$ cat src/rtl/conv_num_pkg.sv
package conv_num_pkg;

  // Element widths, also used to flatten packed arrays
  localparam int PIXEL_W  = 8;
  localparam int WEIGHT_W = 8;
  localparam int PROD_W   = PIXEL_W + WEIGHT_W;
  localparam int ACC_W    = 20;  // 16 products of 8x8 bits fit with headroom

  // Signed pixel value of one unit
  typedef logic signed [PIXEL_W-1:0] pixel_t;

  // Signed weight of one kernel member
  typedef logic signed [WEIGHT_W-1:0] weight_t;

  // Full precision product of a pixel and a weight
  typedef logic signed [PROD_W-1:0] prod_t;

  // Running sum over one kernel window
  typedef logic signed [ACC_W-1:0] acc_t;

endpackage

$ cat src/rtl/conv_stream_pkg.sv
package conv_stream_pkg;

  localparam int USER_W = 6;

  // Tag that travels with a kernel window
  typedef logic [USER_W-1:0] user_t;

  // Window control broadcast by the feed stage
  typedef struct packed {
    logic  step;   // Operands valid this cycle
    logic  first;  // First beat of a window
    logic  last;   // Last beat of a window
    user_t user;
  } win_ctl_t;

  // Sideband of one result beat
  typedef struct packed {
    logic  last;
    user_t user;
  } res_ctl_t;

endpackage

$ cat src/rtl/conv_engine_top.sv
`timescale 1ns/1ps

module conv_engine_top #(
  parameter int UNITS   = 4,
  parameter int MEMBERS = 3
) (
  input  logic                                          aclk,
  input  logic                                          arst_n,
  input  logic                                          s_valid,
  output logic                                          s_ready,
  input  conv_num_pkg::pixel_t  [UNITS-1:0]             s_pixels,
  input  conv_num_pkg::weight_t [MEMBERS-1:0]           s_weights,
  input  logic                                          s_last,
  input  conv_stream_pkg::user_t                        s_user,
  output logic                                          m_valid,
  input  logic                                          m_ready,
  output conv_num_pkg::acc_t    [MEMBERS-1:0][UNITS-1:0] m_data,
  output conv_stream_pkg::user_t                        m_user,
  output logic                                          m_last
);
  import conv_num_pkg::*;
  import conv_stream_pkg::*;

  win_ctl_t                      ctl;
  pixel_t  [UNITS-1:0]           pixels;
  weight_t [MEMBERS-1:0]         weights;
  user_t                         res_user;
  acc_t    [MEMBERS-1:0][UNITS-1:0] acc_all;
  logic                          done;
  logic                          en;     // Clock enable from the output slice

  assign s_ready = en;

  conv_feed_stage #(.UNITS(UNITS), .MEMBERS(MEMBERS)) u_conv_feed_stage (
    .aclk     (aclk),
    .arst_n   (arst_n),
    .en       (en),
    .s_valid  (s_valid),
    .s_last   (s_last),
    .s_pixels (s_pixels),
    .s_weights(s_weights),
    .s_user   (s_user),
    .ctl      (ctl),
    .pixels   (pixels),
    .weights  (weights),
    .res_user (res_user)
  );

  for (genvar m = 0; m < MEMBERS; m++) begin : gen_member
    if (m == 0) begin : gen_lead  // Members run in lockstep, one done is enough
      conv_member #(.UNITS(UNITS)) u_conv_member (
        .aclk(aclk), .arst_n(arst_n), .en(en), .ctl(ctl), .pixels(pixels),
        .weight(weights[m]), .acc(acc_all[m]), .done(done)
      );
    end else begin : gen_rest
      conv_member #(.UNITS(UNITS)) u_conv_member (
        .aclk(aclk), .arst_n(arst_n), .en(en), .ctl(ctl), .pixels(pixels),
        .weight(weights[m]), .acc(acc_all[m]), .done()
      );
    end
  end

  conv_out_slice #(.UNITS(UNITS), .MEMBERS(MEMBERS)) u_conv_out_slice (
    .aclk   (aclk),
    .arst_n (arst_n),
    .done   (done),
    .acc_all(acc_all),
    .user   (res_user),
    .en     (en),
    .m_valid(m_valid),
    .m_ready(m_ready),
    .m_data (m_data),
    .m_user (m_user),
    .m_last (m_last)
  );

endmodule

$ cat src/rtl/conv_feed_stage.sv
`timescale 1ns/1ps

module conv_feed_stage #(
  parameter int UNITS   = 4,
  parameter int MEMBERS = 3
) (
  input  logic                                  aclk,
  input  logic                                  arst_n,
  input  logic                                  en,
  input  logic                                  s_valid,
  input  logic                                  s_last,
  input  conv_num_pkg::pixel_t  [UNITS-1:0]     s_pixels,
  input  conv_num_pkg::weight_t [MEMBERS-1:0]   s_weights,
  input  conv_stream_pkg::user_t                s_user,
  output conv_stream_pkg::win_ctl_t             ctl,
  output conv_num_pkg::pixel_t  [UNITS-1:0]     pixels,
  output conv_num_pkg::weight_t [MEMBERS-1:0]   weights,
  output conv_stream_pkg::user_t                res_user
);
  import conv_stream_pkg::*;

  logic  step_q;
  logic  first_q;
  logic  last_q;
  logic  after_last;  // Previous accepted beat closed a window
  user_t user_q;

  always_ff @(posedge aclk or negedge arst_n) begin
    if (!arst_n) begin
      step_q     <= 1'b0;
      first_q    <= 1'b0;
      last_q     <= 1'b0;
      after_last <= 1'b1;
    end else if (en) begin
      step_q  <= s_valid;
      first_q <= s_valid & after_last;
      last_q  <= s_valid & s_last;
      if (s_valid) begin
        after_last <= s_last;
      end
    end
  end

  // Operands of the accepted beat
  always_ff @(posedge aclk) begin
    if (en && s_valid) begin
      pixels  <= s_pixels;
      weights <= s_weights;
      user_q  <= s_user;
    end
  end

  // Tag follows the window into the fold cycle
  always_ff @(posedge aclk) begin
    if (en && step_q && last_q) begin
      res_user <= user_q;
    end
  end

  assign ctl = '{step: step_q, first: first_q, last: last_q, user: user_q};

endmodule

$ cat src/rtl/conv_member.sv
`timescale 1ns/1ps

module conv_member #(
  parameter int UNITS = 4
) (
  input  logic                                aclk,
  input  logic                                arst_n,
  input  logic                                en,
  input  conv_stream_pkg::win_ctl_t           ctl,
  input  conv_num_pkg::pixel_t  [UNITS-1:0]   pixels,
  input  conv_num_pkg::weight_t               weight,
  output conv_num_pkg::acc_t    [UNITS-1:0]   acc,
  output logic                                done
);
  import conv_num_pkg::*;

  prod_t [UNITS-1:0] prod;
  acc_t  [UNITS-1:0] sum;   // Shadow sums of the open window
  acc_t  [UNITS-1:0] fold;  // Sums including this step

  // One MAC lane per unit, all sharing the member's weight
  always_comb begin
    for (int u = 0; u < UNITS; u++) begin
      prod[u] = pixels[u] * weight;
      if (ctl.first) begin
        fold[u] = acc_t'(prod[u]);  // Sign extended load
      end else begin
        fold[u] = sum[u] + prod[u];
      end
    end
  end

  always_ff @(posedge aclk) begin
    if (en && ctl.step) begin
      sum <= fold;
      if (ctl.last) begin
        acc <= fold;  // Held until the next window closes
      end
    end
  end

  // Result ready for the slice in the cycle after the last step
  always_ff @(posedge aclk or negedge arst_n) begin
    if (!arst_n) begin
      done <= 1'b0;
    end else if (en) begin
      done <= ctl.step & ctl.last;
    end
  end

endmodule

$ cat src/rtl/conv_out_slice.sv
`timescale 1ns/1ps

module conv_out_slice #(
  parameter int UNITS   = 4,
  parameter int MEMBERS = 3
) (
  input  logic                                                aclk,
  input  logic                                                arst_n,
  input  logic                                                done,
  input  conv_num_pkg::acc_t [MEMBERS-1:0][UNITS-1:0]         acc_all,
  input  conv_stream_pkg::user_t                              user,
  output logic                                                en,
  output logic                                                m_valid,
  input  logic                                                m_ready,
  output conv_num_pkg::acc_t [MEMBERS-1:0][UNITS-1:0]         m_data,
  output conv_stream_pkg::user_t                              m_user,
  output logic                                                m_last
);
  import conv_num_pkg::*;
  import conv_stream_pkg::*;

  logic [1:0] count;       // Occupied entries, 0 to 2
  logic [1:0] count_next;
  logic       en_q;
  logic       push;
  logic       pop;

  acc_t [MEMBERS-1:0][UNITS-1:0] prim_data;
  acc_t [MEMBERS-1:0][UNITS-1:0] spare_data;
  res_ctl_t                      prim_ctl;
  res_ctl_t                      spare_ctl;
  res_ctl_t                      in_ctl;

  assign in_ctl = '{last: 1'b1, user: user};  // Every result beat closes its window

  assign push = done & en_q;
  assign pop  = m_valid & m_ready;

  always_comb begin
    count_next = count;
    if (push && !pop) begin
      count_next = count + 2'd1;
    end else if (pop && !push) begin
      count_next = count - 2'd1;
    end
  end

  always_ff @(posedge aclk or negedge arst_n) begin
    if (!arst_n) begin
      count <= 2'd0;
      en_q  <= 1'b1;
    end else begin
      count <= count_next;
      en_q  <= (count_next != 2'd2);  // Engine runs while an entry is free
    end
  end

  always_ff @(posedge aclk) begin
    if (pop && count == 2'd2) begin
      prim_data <= spare_data;  // Spare moves up, order kept
      prim_ctl  <= spare_ctl;
    end else if (push && (count == 2'd0 || pop)) begin
      prim_data <= acc_all;
      prim_ctl  <= in_ctl;
    end
    if (push && !pop && count == 2'd1) begin
      spare_data <= acc_all;
      spare_ctl  <= in_ctl;
    end
  end

  assign en      = en_q;
  assign m_valid = (count != 2'd0);
  assign m_data  = prim_data;
  assign m_user  = prim_ctl.user;
  assign m_last  = prim_ctl.last;

endmodule

$ cat config.mk
export PLATFORM = sky130hd
export DESIGN_NAME = conv_engine_top
export DESIGN_NICKNAME = d
export VERILOG_FILES = /design/src/rtl/conv_num_pkg.sv /design/src/rtl/conv_stream_pkg.sv /design/src/rtl/conv_engine_top.sv /design/src/rtl/conv_feed_stage.sv /design/src/rtl/conv_member.sv /design/src/rtl/conv_out_slice.sv
export SDC_FILE = /design/constraint.sdc
export NUM_CORES = 2
export LEC_CHECK = 0
export ABC_AREA = 1
export BUFFER_PORTS_ARGS = -buffer_cell sky130_fd_sc_hd__clkbuf_2
export CAP_MARGIN = 20
export CELL_PAD_IN_SITES_DETAIL_PLACEMENT = 1
export CELL_PAD_IN_SITES_GLOBAL_PLACEMENT = 2
export CORE_ASPECT_RATIO = 1.2
export CORE_UTILIZATION = 43
export CTS_BUF_LIST = sky130_fd_sc_hd__clkbuf_16
export CTS_CLUSTER_DIAMETER = 120
export DETAILED_ROUTE_END_ITERATION = 12
export PLACE_DENSITY = 0.94
export SYNTH_ARGS = -nofsm -noshare
export SYNTH_HDL_FRONTEND = slang
export SYNTH_HIERARCHICAL = 1
export SYNTH_SLANG_ARGS = --single-unit
$ cat constraint.sdc
create_clock -name aclk -period 49.5 [get_ports aclk]
set_input_delay 7.425 -clock aclk [delete_from_list [all_inputs] [get_ports aclk]]
set_output_delay 7.425 -clock aclk [all_outputs]
set_load 0.05 [all_outputs]
==> flow_summary.json <==
{
  "setup_tns_ps": 0,
  "cts_tree": "yes",
  "antenna_found_initial": 4,
  "die_w_um": 410,
  "cts-root-buf": "clkbuf_16",
  "m1WireLength_um": 100000,
  "worstPathArrival_ps": 11250,
  "synth_cells": 9791,
  "place_congestion": 0.880,
  "cts_resized": 0,
  "io_buffers": 314,
  "fp-row-count": 179,
  "rsz0062_at_grt": "false",
  "cp.required_ps": 50090,
  "area_delta_synth_final_pct": 9.37,
  "rr_endpoint": "gen_member[0].gen_lead.u_conv_member/acc[11]",
  "fin_crit_ps": 10650,
  "endpoint_kind": "flip-flop",
  "grt_max_degree": 149,
  "synth_area_per_cell_um2": 8.77,
  "die_h_um": 492,
  "cp-start-kind": "input port",
  "syn_area_um2": 85900,
  "ant_nets": 0,
  "relSlewSlack_pct": 27.8,
  "wl_um": 232000,
  "drc": 88,
  "stdcell_count": 12800,
  "wire_per_inst_um": 18.2,
  "rr_worst_depth": 22,
  "htree_num_levels": 3,
  "worst_pin_slew_ps": 1080,
  "dp_hpwl_um": 178000,
  "wl_met3_um": 8940,
  "timing.final.crit_share_pct": 21.5,
  "slew_viol_final": 0,
  "nets": 11400,
  "hold_depth": 0,
  "vias_per_cell": 5.04,
  "min_path_type": "reg -> reg",
  "fin_area_um2": 93900,
  "cts_setup_buffers": 0,
  "reg2reg_slack_ps": 42400,
  "drtPass1Iterations": 9,
  "finalSetupViolCount": 0,
  "wl_met2_um": 118000,
  "failed_checks": "DRC",
  "core_area_um2": 198000,
  "worstSetupPathType": "in -> reg",
  "status": "finished, violations left",
  "track_usage_pct": 23.4,
  "place_area_um2": 89900,
  "cts.clk_slew.worst_paths_ps": 60,
  "grt_pass1_vias": 71400,
  "fin_util_pct": 47.4,
  "hold_viol_final": 0,
  "io_pins": 316,
  "gr-total-overflow": 0,
  "top_layer": "met4",
  "insertion_delay_ps": 770,
  "synthesis.nets": 11100,
  "place_inst": 12500,
  "holdPathEnd": "u_conv_feed_stage/res_user[1]",
  "hp-start": "u_conv_feed_stage/user_q[1]",
  "clk_path_buf_depth": 3,
  "clock_sinks": 1048,
  "dr_total_vias": 64300,
  "cts_buffers": 112,
  "finClkSkew_ps": 41.3,
  "max-cap-violations": 0,
  "die_area_um2": 201000,
  "reg2reg_from": "u_conv_feed_stage/weights[7]",
  "grt_pass1_wl_um": 377000,
  "initial_core_util_pct": 43.3,
  "drive_gt1_share_pct": 10.0,
  "final_common_cell": "nand2_1",
  "yosysWarnings": 6,
  "drtIter0Drc": 3169,
  "crit_fanout": 148,
  "mostFrequentLayoutCells": "2521 x nand2_1, 2341 x inv_1, 1040 x edfxtp_1",
  "cts_hold_buf": 0,
  "max_freq_mhz": 93.9
}
[worst max-delay path by stage]
stage / to / from / cells past startpoint / slack (ps)
2_1_floorplan: u_conv_out_slice/m_data[0] / m_ready / 2 / 23720
3_5_place_dp: u_conv_out_slice/m_data[128] / m_ready / 8 / 38090
3_3_place_gp: u_conv_out_slice/m_data[83] / m_ready / 8 / 38320
5_1_grt: u_conv_out_slice/m_data[81] / m_ready / 8 / 38600
6_report: u_conv_out_slice/m_data[89] / m_ready / 8 / 38850
4_1_cts: u_conv_out_slice/m_data[128] / m_ready / 8 / 38930
[metrics by stage]
step	worst slack (ps)	hold WS, ps
floorplan	23720	400
global placement	38320	402
detailed placement	38090	406
CTS	38930	427
global route	38600	446
finish	38850	421
[flip-flops by register name, indices dropped and copies added (netlist names)]
name and flops:
u_conv_feed_stage/weights 24, u_conv_feed_stage/step_q 1, u_conv_out_slice/m_data 240, u_conv_feed_stage/res_user 6
u_conv_out_slice/m_user 6, u_conv_feed_stage/user_q 6, gen_member.gen_lead.u_conv_member/acc 80, u_conv_feed_stage/after_last 1
u_conv_out_slice/count 2, u_conv_feed_stage/first_q 1, gen_member.gen_lead.u_conv_member/done 1, gen_member.gen_rest.u_conv_member/sum 160
u_conv_feed_stage/pixels 32, u_conv_feed_stage/last_q 1, gen_member.gen_lead.u_conv_member/sum 80, u_conv_out_slice/spare_data 240
gen_member.gen_rest.u_conv_member/acc 160, u_conv_out_slice/en 1, u_conv_out_slice/spare_ctl 6
[metal layers]
| layer | vias to the layer above | global-route usage, % |
|---|---|---|
| met4 | 0 | 5.86 |
| met3 | 270 | 2.98 |
| met5 | - | 0 |
| met2 | 949 | 42.1 |
| li1 | 30800 | - |
| met1 | 32300 | 29.5 |
[critical path, cell delays in order]
cell,delay [ps]
clkbuf_2,130
nand3_4,120
buf_12,530
buf_4,740
buf_4,720
buf_4,880
nand2_1,190
o21ai_2,110
[final cells by class]
cell class / count / area, um^2
well taps: 2624 / 3280
clock buffers: 113 / 2830
flip-flops and latches: 1048 / 31400
clock inverters: 99 / 1140
multi-input cells: 6090 / 44000
fillers: 23400 / 104000
repair buffers: 398 / 2280
diodes: 2 / 5.00
inverters: 2378 / 8930
Power is not shown: default switching activity piles up to over one toggle a cycle in this logic, so the estimate is an artifact.
